==> src/source/core_pkg.sv <==
`default_nettype none

package core_pkg;

  // ~~~~~~~~~~~~~~~~~~~~~~~~~~~~~~~~~~~~~~~~~~~~~~~~~~~~~~~~~~~~~~~~~~~~
  // Sizes
  // ~~~~~~~~~~~~~~~~~~~~~~~~~~~~~~~~~~~~~~~~~~~~~~~~~~~~~~~~~~~~~~~~~~~~
  localparam int xlen        = 32;
  localparam int reg_count   = 32;
  localparam int reg_idx_w   = $clog2(reg_count);
  localparam int queue_depth = 4;

  localparam logic [xlen-1:0] reset_pc = '0;  // Pc of an empty lane

  localparam logic [6:0] opcode_op     = 7'b0110011;
  localparam logic [6:0] opcode_op_imm = 7'b0010011;

  typedef enum logic [3:0] {
    op_none,
    op_add,
    op_sub,
    op_and,
    op_or,
    op_xor,
    op_slt,
    op_addi,
    op_andi,
    op_ori,
    op_xori,
    op_slti
  } alu_op_t;

  // ~~~~~~~~~~~~~~~~~~~~~~~~~~~~~~~~~~~~~~~~~~~~~~~~~~~~~~~~~~~~~~~~~~~~
  // One instruction word, register or immediate form
  // ~~~~~~~~~~~~~~~~~~~~~~~~~~~~~~~~~~~~~~~~~~~~~~~~~~~~~~~~~~~~~~~~~~~~
  typedef union packed {
    struct packed {
      logic [6:0]           funct7;
      logic [reg_idx_w-1:0] rs2;
      logic [reg_idx_w-1:0] rs1;
      logic [2:0]           funct3;
      logic [reg_idx_w-1:0] rd;
      logic [6:0]           opcode;
    } r_type;
    struct packed {
      logic [11:0]          imm;
      logic [reg_idx_w-1:0] rs1;
      logic [2:0]           funct3;
      logic [reg_idx_w-1:0] rd;
      logic [6:0]           opcode;
    } i_type;
  } instr_t;

endpackage

`default_nettype wire
==> src/source/issue_queue.sv <==
`default_nettype none

module issue_queue import core_pkg::*; (
  input  logic            clock,
  input  logic            reset,
  input  logic            flush,
  input  logic            stall,
  input  logic            fetch_valid,
  input  logic [xlen-1:0] fetch_pc,
  input  instr_t          fetch_instr,
  output logic            fetch_ready,
  output logic            issue_valid0,
  output logic            issue_valid1,
  output logic [xlen-1:0] issue_pc0,
  output logic [xlen-1:0] issue_pc1,
  output instr_t          issue_instr0,
  output instr_t          issue_instr1
);

  logic [xlen-1:0] pc_mem [queue_depth];
  instr_t          instr_mem [queue_depth];

  logic [$clog2(queue_depth)-1:0] head;
  logic [$clog2(queue_depth)-1:0] tail;
  logic [$clog2(queue_depth)-1:0] head_second;
  logic [$clog2(queue_depth):0]   count;

  logic       push;
  logic       writes0;
  logic       dependent;
  logic [1:0] pop;

  assign head_second  = head + 1'b1;
  assign issue_pc0    = pc_mem[head];
  assign issue_pc1    = pc_mem[head_second];
  assign issue_instr0 = instr_mem[head];
  assign issue_instr1 = instr_mem[head_second];

  // ~~~~~~~~~~~~~~~~~~~~~~~~~~~~~~~~~~~~~~~~~~~~~~~~~~~~~~~~~~~~~~~~~~~~
  // Pairing rule
  // ~~~~~~~~~~~~~~~~~~~~~~~~~~~~~~~~~~~~~~~~~~~~~~~~~~~~~~~~~~~~~~~~~~~~
  assign writes0 = (issue_instr0.r_type.opcode == opcode_op ||
                    issue_instr0.r_type.opcode == opcode_op_imm) &&
                   issue_instr0.r_type.rd != '0;

  // rs2 only counts for the register form
  assign dependent = writes0 &&
    (issue_instr1.r_type.rs1 == issue_instr0.r_type.rd ||
     (issue_instr1.r_type.opcode == opcode_op &&
      issue_instr1.r_type.rs2 == issue_instr0.r_type.rd));

  assign issue_valid0 = count != '0;
  assign issue_valid1 = count > 1 && !dependent;

  always_comb begin
    if (stall) pop = 2'd0;
    else if (issue_valid1) pop = 2'd2;
    else if (issue_valid0) pop = 2'd1;
    else pop = 2'd0;
  end

  assign fetch_ready = count != queue_depth && !flush;
  assign push        = fetch_valid && fetch_ready;

  always_ff @(posedge clock) begin
    if (push) begin
      pc_mem[tail]    <= fetch_pc;
      instr_mem[tail] <= fetch_instr;
    end
  end

  always_ff @(posedge clock) begin
    if (!reset || flush) begin
      head  <= '0;
      tail  <= '0;
      count <= '0;
    end else begin
      head  <= head + pop;  // Wraps at depth
      tail  <= tail + push;
      count <= count + ($clog2(queue_depth)+1)'(push) - ($clog2(queue_depth)+1)'(pop);
    end
  end

endmodule

`default_nettype wire

==> config.mk <==
export PLATFORM = sky130hd
export DESIGN_NAME = issue_queue
export DESIGN_NICKNAME = d
export VERILOG_FILES = /design/src/source/core_pkg.sv /design/src/source/issue_queue.sv
export SDC_FILE = /design/constraint.sdc
export NUM_CORES = 1
export LEC_CHECK = 0
export ABC_AREA = 1
export BUFFER_PORTS_ARGS = -buffer_cell sky130_fd_sc_hd__clkbuf_2
export CAP_MARGIN = 30
export CORE_MARGIN = 2
export CORE_UTILIZATION = 57
export CTS_CLUSTER_DIAMETER = 200
export DETAILED_ROUTE_END_ITERATION = 8
export GPL_ROUTABILITY_DRIVEN = 0
export PLACE_DENSITY = 0.81
export SLEW_MARGIN = 0
export SYNTH_ARGS = -nofsm -noshare
export SYNTH_HDL_FRONTEND = slang
export SYNTH_SLANG_ARGS = --single-unit
==> constraint.sdc <==
create_clock -name clock -period 9.1 [get_ports clock]
set_input_delay 2.73 -clock clock [delete_from_list [all_inputs] [get_ports clock]]
set_output_delay 2.73 -clock clock [all_outputs]
set_load 0.005 [all_outputs]
# ---- Word-level counts from Yosys, hierarchy flattened
# Memories as Yosys holds them, arrays and structs flattened. A register that Yosys moved wholly into a read port is not among the register bits.
# Cells that the tools add are included.
dict set report word_totals {
  ff_bits 7
  ramBits 256
  input_bits 69
  wordCells 38
  n_memories 2
}
dict set report op_classes {
  n_addsub 5
  magnitude_cmp 1
  n_eq_ne 6
  mux 7
  n_reduce_logical 14
}
# name words width read_ports rd_ports_with_merged_regs write_ports line_no
set mem_list {}
lappend mem_list {instr_mem 4 32 2 1 1 issue_queue.sv:21} ;# instr_t instr_mem [queue_depth];
lappend mem_list {pc_mem 4 32 2 1 1 issue_queue.sv:20} ;# logic [xlen-1:0] pc_mem [queue_depth];
# cell n
set ops {}
lappend ops {{$eq 7x6->1 const B} 2}
lappend ops {{$eq 5x5->1} 2}
lappend ops {{$mux 2} 4}
lappend ops {{$eq 7x5->1 const B} 1}
lappend ops {{$logic_and 1x1->1} 6}
lappend ops {{$reduce_bool 5->1} 1}
lappend ops {{$add 3x1->3} 1}
lappend ops {{$gt 3x1->1 const B} 1}
lappend ops {{$logic_not 1->1} 3}
lappend ops {{$logic_or 1x1->1} 3}
lappend ops {{$mux 1} 3}
lappend ops {{$ne 3x3->1 const B} 1}
lappend ops {{$reduce_bool 3->1} 1}
lappend ops {{$sub 3x2->3} 1}
lappend ops {{$add 2x1->2} 1}
lappend ops {{$add 2x1->2 const B} 1}
lappend ops {{$add 2x2->2} 1}

# ---- Depth between registers and ports, before layout
# Gate-level depths: netlist of the first run.
# An unclocked memory read counts as a cell.
dict set report depth {
  word_depth 12
  mapped_depth 24
  depth_no_buf 21
}

# ---- Least setup slack after synthesis of the first run
# No wires, ideal clock.
dict set report synth_timing {
  path_kind {input -> register}
  startpoint {in flush}
  endpoint {mem instr_mem[0][0] (netlist name), enable pin}
  arrival_ns 7.442
  slack_ns 1.093
  cell_stages 3
  path_buffers 0
  cell_sequence {a21oi_1 nand2_1 nor3_1}
}
dict set report synth_between {
  elab_chain_cells 5
}
# element line_no
set synth_lines {}
lappend synth_lines {{from (decl)} issue_queue.sv:6} ;# input logic flush,
lappend synth_lines {{$logic_not 1->1} issue_queue.sv:62} ;# assign fetch_ready = count != queue_depth && !flush;
lappend synth_lines {{$logic_and 1x1->1} issue_queue.sv:62}
lappend synth_lines {{$logic_and 1x1->1} issue_queue.sv:63} ;# assign push = fetch_valid && fetch_ready;
lappend synth_lines {{$mux 1} issue_queue.sv:66} ;# if (push) begin
lappend synth_lines {{$mux 1 (not written as such)} issue_queue.sv:68} ;# instr_mem[tail] <= fetch_instr;
lappend synth_lines {{to (decl)} issue_queue.sv:21}
# Every way passes these cells.

# ---- Worst setup path after layout of the first run
dict set report layout_timing {
  startpoint {reg head[0]}
  endpoint {out issue_valid1}
}
dict set report layout_between {
  elab_chain_cells 8
  word_cells_on_any_way 10
  cone_classes {add/sub (1); eq/ne (3); reduce/logical (5); memory (1)}
}
# element line_no
set layout_lines {}
lappend layout_lines {{from (decl)} issue_queue.sv:23} ;# logic [$clog2(queue_depth)-1:0] head;
lappend layout_lines {{from (signal assigned)} issue_queue.sv:78} ;# head <= head + pop;
lappend layout_lines {{$add 2x1->2 (*)} issue_queue.sv:33} ;# assign head_second = head + 1'b1;
lappend layout_lines {{$mem_v2 4x32 (*)} -}
lappend layout_lines {{$eq 7x6->1 or $eq 5x5->1 (tied branches)} {issue_queue.sv:49, issue_queue.sv:50}}
lappend layout_lines {{$logic_and 1x1->1} issue_queue.sv:49} ;# (issue_instr1.r_type.opcode == opcode_op &&
lappend layout_lines {{$logic_or 1x1->1 (*)} issue_queue.sv:48} ;# (issue_instr1.r_type.rs1 == issue_instr0.r_type.rd ||
lappend layout_lines {{$logic_and 1x1->1 (*)} issue_queue.sv:47} ;# assign dependent = writes0 &&
lappend layout_lines {{$logic_not 1->1 (*)} issue_queue.sv:53} ;# assign issue_valid1 = count > 1 && !dependent;
lappend layout_lines {{$logic_and 1x1->1 (*)} issue_queue.sv:53}
lappend layout_lines {{to (decl)} issue_queue.sv:13} ;# output logic issue_valid1,
# Mark *: on every way between the ends. The rest lies on a longest branch, timed or not.

==> results of run 1 <==
[state kept, by name (all words and copies together) (netlist names)]
signal / cells
count: 3
head: 2
instr_mem: 128
pc_mem: 128
tail: 2
[worst min-delay path by stage]
stage / from / end / slack [ns]
2_1_floorplan: count[2] / count[2] / 0.44
3_3_place_gp: count[2] / count[2] / 0.46
3_5_place_dp: count[2] / count[2] / 0.47
4_1_cts: count[2] / count[2] / 0.49
5_1_grt: count[2] / count[2] / 0.50
6_report: count[2] / count[2] / 0.49
[power groups by stage]
| stage | Combinational [W] | Sequential, W | Clock [W] |
|---|---|---|---|
| 3_5_place_dp | 0.000355 | 0.00140 | 0 |
| 5_1_grt | 0.000407 | 0.00138 | 0.00126 |
| 3_3_place_gp | 0.000345 | 0.00140 | 0 |
| 2_1_floorplan | 0.000206 | 0.00140 | 0 |
| 4_1_cts | 0.000357 | 0.00137 | 0.00121 |
| 6_report | 0.000363 | 0.00137 | 0.00119 |
[stage by stage]
step / setup slack, ns / area (sq um) / instances / hold WS, ns
final: 2.741 / 14290 / 1689 / 0.4860
after global routing: 2.392 / 14290 / 1688 / 0.5026
after CTS: 2.745 / 14240 / 1685 / 0.4863
after detailed placement: 3.251 / 13270 / 1636 / 0.4702
after global placement: 3.280 / 13250 / 1635 / 0.4643
after floorplan: 1.093 / 12140 / 1227 / 0.4435
[placed cells by master (no fill, tap or decap), drive strengths merged]
master    netlist  routed
edfxtp        256     256
nand2         251     251
clkbuf         45     229
o21ai         200     200
a21oi         142     142
nor2          138     138
inv            88      90
nand3          32      32
o22ai          16      16
buf            33      15
clkinv          0       9
bufinv          0       7
dfxtp           7       7
nor3            5       5
xor2            3       3
ha              3       3
diode           0       2
xnor2           2       2
nand4           2       2
o221ai          2       2
o211ai          1       1
fa              1       1
clkinvlp        0       1
[critical path: stages (launching register included)]
cell      delay [ns]
dfxtp_4         0.46
inv_6           0.60
nand2_2         0.47
nand2_1         0.50
nand2_1         0.12
nand2_1         0.12
nand2_1         0.05
inv_1           0.05
nand3_1         0.09
nor2_1          0.11
nand2_1         0.07
nand2_1         0.07
nand2_2         0.10
nand2_2         0.10
inv_1           0.04
clkbuf_2        0.10
[routing by layer]
layer	share of wire	track usage
met5	0	0
met4	0.029	0.1052
met3	0.092	0.06128
met2	0.48	0.4345
met1	0.40	0.3321
[logic make-up after synthesis]
group                    after synthesis  share of synthesized area
buffers and inverters                166                    0.05687
adder cells (fa/ha/maj)                4                   0.004740
AND/OR/NAND/NOR                      428                     0.1390
XOR/XNOR                               5                   0.003607
AO/OA/AOI/OAI                        361                     0.1512
flip-flops                           263                     0.6445
[cell type report]
| class | instances | area (sq um) |
|---|---|---|
| diodes | 2 | 5.005 |
| clock buffers | 30 | 686.9 |
| clock inverters | 19 | 281.5 |
| fillers | 1537 | 6663 |
| inverters | 88 | 337.8 |
| multi-input cells | 798 | 3651 |
| flip-flops and latches | 263 | 7833 |
| well taps | 275 | 344.1 |
| repair buffers | 214 | 1154 |
==> run_results.csv, run 1 <==
group,metric,value,unit
yosys,syn-mean-instance-area,9.897,sq um
place,io_buffer_count,199,
power_and_ir_drop,power_frac_comb,0.124,
yosys,synth.largest_area_cell,"edfxtp_1",
yosys,ys.warnings.count,0,
yosys,synth_edf_count,256,
floorplan,die_w,150.0,microns
hold_path,hp-class,"register to register",
place,dp_hpwl,17230,microns
final_layout,syn2layout_area_growth,17.69,%
sta,fmax,157.3,MHz
hold_path,whs_path_depth,1,
worst_setup_path,crit_start,"head[0]",
power_and_ir_drop,pwr-share-seq,0.469,
final_layout,finish.utilization,0.6821,
worst_setup_path,cp_max_fo,118,
route,wl,29870,microns
floorplan,start_util,0.5795,
clock_tree,cts_buffers,27,
flow_run,cap_violations,0,
sta,post-route-min-period,6.359,ns
power_and_ir_drop,sw_frac_of_total,0.2394,
final_layout,layout-drive-gt1-share,0.1912,
route,drt-wirelength-per-cell,17.68,microns
grt,grt_use_total,0.2612,
power_and_ir_drop,total_power,0.002930,W
grt,grt-ovfl-total,0,
floorplan,rows,53,
clock_tree,clk_pin_slew,0.06,ns
worst_setup_path,reg2regPathDepth,21,
worst_setup_path,cp.required,6.37,ns
route,ant_nets,0,
yosys,yosysMostFrequentCell,"edfxtp_1",
clock_tree,cts.sinks,263,
clock_tree,cts_tree,"done",
sta,tns,0,ns
clock_tree,htree_levels,1,
yosys,synth_commonest_cells,"edfxtp_1 (256), nand2_1 (246), o21ai_0 (197)",
floorplan,die_area,22490,sq um
floorplan,die_h,150.0,microns
grt,antenna_found_initial,2,
worst_setup_path,worst_setup_path_start_kind,"register",
worst_setup_path,cp-endpoint,"issue_valid1",
worst_setup_path,arrival,3.63,ns
yosys,synthDistinctLibCells,28,
worst_setup_path,worstSetupEndpointType,"output pin",
sta,hold_viol,0,
grt,grt_pass1_wl,45710,microns
power_and_ir_drop,p_int,0.002229,W
yosys,synthArstFlopShare,0,
yosys,ys_ff_latch,263,
yosys,synth_nets,1300,
yosys,synth_area,12140,sq um
route,drtPass1Iterations,5,
worst_setup_path,rrSetupSlack,4.78,ns
sta,worst_pin_slew,1.052,ns
route,vias,9647,
power_and_ir_drop,p_switching,0.0007015,W
yosys,synth_cells,1227,
clock_tree,insertion_delay,0.55,ns
power_and_ir_drop,p_per_area,205.0,nW/um^2
sta,setup_viol,0,
yosys,ys_seq_area_frac,0.6445,
yosys,ys.flop_type,"edfxtp_1",
power_and_ir_drop,ir_worst_vdd,0.1667,mV
clock_tree,cts_root_buffer,"clkbuf_16",
run_status,status,"complete, no violations",
floorplan,core_area,20960,sq um
yosys,netlist.area_leader.share,0.6330,
route,drc,0,
sta,fin_worst_skew,0.02141,ns
clock_tree,clock_path_buffers,3,
sta,rsz0062_at_grt,"no",
sta,slew_viol_final,0,
clock_tree,postCtsSetupBuffers,0,
worst_setup_path,r2r_start,"head[0]",
grt,grt_max_degree,121,
clock_tree,cts_hold_buf,0,
worst_setup_path,r2r_end,"count[2]",
worst_setup_path,crit_type,"register to output pin",
power_and_ir_drop,pwr-share-clk,0.407,
power_and_ir_drop,p_leak,5.882,nW
route,routed_via_density,5.712,
floorplan,pin_count,200,
clock_tree,ctsResizeCount,0,
final_layout,nets,1465,
route,drt_iter0_markers,802,
sta,min_period_over_period,0.6988,
grt,grt_pass1_vias,9107,
sta,max_slew_margin,0.2988,
yosys,netlist_top_cells_area,"edfxtp_1 (63%), o21ai_0 (8.1%), nand2_1 (7.6%)",
Note: power is estimated with default switching activity, not from simulation.
==> inputs of run 2 (changes only) <==
--- a/config.mk
+++ b/config.mk
@@ -9,11 +9,11 @@
 export BUFFER_PORTS_ARGS = -buffer_cell sky130_fd_sc_hd__clkbuf_2
 export CAP_MARGIN = 30
 export CORE_MARGIN = 2
-export CORE_UTILIZATION = 57
+export CORE_UTILIZATION = 51
 export CTS_CLUSTER_DIAMETER = 200
 export DETAILED_ROUTE_END_ITERATION = 8
 export GPL_ROUTABILITY_DRIVEN = 0
-export PLACE_DENSITY = 0.81
+export PLACE_DENSITY = 0.76
 export SLEW_MARGIN = 0
 export SYNTH_ARGS = -nofsm -noshare
 export SYNTH_HDL_FRONTEND = slang
==> constraint.sdc (replaced) <==
create_clock -name clock -period 5.4 [get_ports clock]
set_input_delay 1.62 -clock clock [delete_from_list [all_inputs] [get_ports clock]]
set_output_delay 1.62 -clock clock [all_outputs]
set_load 0.005 [all_outputs]
==> run 2 against run 1 <==
Net effect: clock power is 61% higher; worst hold slack worse by 0.0037 ns; combinational power grew 70%; routed wire length is 0.54% higher; critical path depth is 2 lower; register-to-register slack got worse by 3.6 ns; non-clock buffer count rose by 1; total power grew 65%; global-route usage fell by 2.6 points; largest cell class unchanged; largest power group unchanged.
==> run_results.csv, run 2 (synthesis results as in run 1) <==
group,metric,value,unit
final_layout,multiInputGateArea,3651,sq um
clock_tree,cts_tree,"done",
run_status,status,"complete, no violations",
route,drt-wirelength-per-cell,17.34,microns
flow_run,cap_violations,0,
sta,rsz0062_at_grt,"no",
clock_tree,cts_buffers,27,
clock_tree,cts_root_buffer,"clkbuf_16",
hold_path,min_from,"count[2]",
floorplan,core_area,23400,sq um
floorplan,die_w,158.3,microns
worst_setup_path,rrSetupSlack,1.20,ns
power_and_ir_drop,p_per_area,339.1,nW/um^2
sta,worst_pin_slew,0.9651,ns
clock_tree,clock_path_buffers,3,
place,io_buffer_count,199,
floorplan,die_h,158.3,microns
final_layout,nets,1466,
floorplan,die_area,25060,sq um
final_layout,regArea,7835,sq um
grt,antenna_found_initial,1,
route,drt_iter0_markers,731,
route,ant_nets,0,
clock_tree,insertion_delay,0.54,ns
clock_tree,clk_pin_slew,0.06,ns
worst_setup_path,cp_max_fo,76,
clock_tree,postCtsSetupBuffers,0,
sta,fmax,196.2,MHz
final_layout,top_regs,"instr_mem: 128 flops, pc_mem: 128 flops, count: 3 flops",
floorplan,start_util,0.5189,
floorplan,pin_count,200,
clock_tree,cts.sinks,263,
grt,grt_pass1_wl,45470,microns
worst_setup_path,reg2regPathDepth,19,
worst_setup_path,worst_setup_path_start_kind,"register",
worst_setup_path,crit_start,"head[0]",
sta,min_period_over_period,0.9439,
final_layout,antennaDiodeCount,0,
worst_setup_path,arrival,3.48,ns
sta,worst_hold_slack,0.4823,ns
route,vias,9631,
grt,grt_pass1_vias,9124,
route,drtPass1Iterations,5,
final_layout,instances_no_fill,1732,
place,dp_hpwl,18300,microns
grt,grt_max_degree,114,
floorplan,rows,56,
route,routed_via_density,5.561,
hold_path,hp-class,"register to register",
final_layout,layout_common_cells,"edfxtp_1 (256), nand2_1 (246), clkbuf_2 (199), o21ai_0 (197), a21oi_1 (142)",
sta,fin_worst_skew,0.01161,ns
grt,grt_use_total,0.2347,
final_layout,layout-drive-gt1-share,0.1932,
clock_tree,htree_levels,1,
final_layout,syn2layout_area_growth,17.70,%
final_layout,design_area,14290,sq um
power_and_ir_drop,p_leak,5.862,nW
sta,slew_viol_final,0,
worst_setup_path,r2r_end,"count[2]",
final_layout,fillCellCount,1913,
place,dp.cells,1682,
route,wl,30030,microns
worst_setup_path,worstSetupEndpointType,"output pin",
worst_setup_path,cp.required,3.78,ns
clock_tree,ctsResizeCount,0,
worst_setup_path,crit_type,"register to output pin",
worst_setup_path,cp-endpoint,"issue_valid1",
grt,grt-ovfl-total,0,
clock_tree,cts_hold_buf,0,
final_layout,layout_commonest_cell,"edfxtp_1",
sta,setup_viol,0,
sta,hold_viol,0,
power_and_ir_drop,ir_worst_vdd,0.2397,mV
sta,post-route-min-period,5.097,ns
worst_setup_path,r2r_start,"head[0]",
sta,max_slew_margin,0.3566,
place,place_area,13340,sq um
route,drc,0,
## run 2: through the flow
step	total power [W]	TNS (ns)	utilization	setup slack, ns
after floorplan	0.002701	-383.30	-	-1.497
after global placement	0.002947	0	0.5702	0.9500
after detailed placement	0.002964	0	0.5702	0.9099
after CTS	0.004873	0	0.6096	0.3340
after global routing	0.005033	0	0.6108	0.1520
final	0.004847	0	0.6108	0.3030
## run 2: area by class of cell
cell class                 instances  share of cell area
clock buffer                      29             0.04779
timing repair buffer             215             0.08036
inverter                          88             0.02363
tap                              319             0.02792
sequential                       263              0.5481
multi-input combinational        798              0.2554
clock inverter                    20             0.01672
## run 2: worst min-delay path by stage
stage          endpoint  slack (ns)  cells past startpoint
4_1_cts        count[2]        0.48                      1
3_3_place_gp   count[2]        0.46                      1
3_5_place_dp   count[2]        0.47                      1
5_1_grt        count[2]        0.52                      1
6_report       count[2]        0.48                      1
2_1_floorplan  count[2]        0.44                      1
## run 2: layer usage
| layer | vias up | share of wire | track usage |
|---|---|---|---|
| met4 | 2 | 0.026 | 0.08580 |
| met2 | 479 | 0.50 | 0.4025 |
| met3 | 60 | 0.094 | 0.04518 |
| met5 | - | 0.00043 | 0 |
| li1 | 4572 | - | - |
| met1 | 4518 | 0.38 | 0.2984 |
## run 2: report_power, final
part	total, W	internal [W]	switching, W	leakage, nW
registers	0.00231	0.00229	0.0000215	2.38
logic	0.000616	0.000214	0.000402	3.04
clock network	0.00192	0.00115	0.000765	0.443
total	0.00485	0.00366	0.00119	5.86
## run 2: critical path: stages (launching register included)
cell and delay, ns:
dfxtp_4 0.36, buf_4 0.47, buf_4 0.70, nand2_1 0.13
nand3_1 0.14, nand2_2 0.11, inv_2 0.09, nand3_1 0.07
nor3_1 0.31, nor2_1 0.11, nand2_2 0.13, nand2_2 0.08
inv_1 0.09, clkbuf_2 0.11
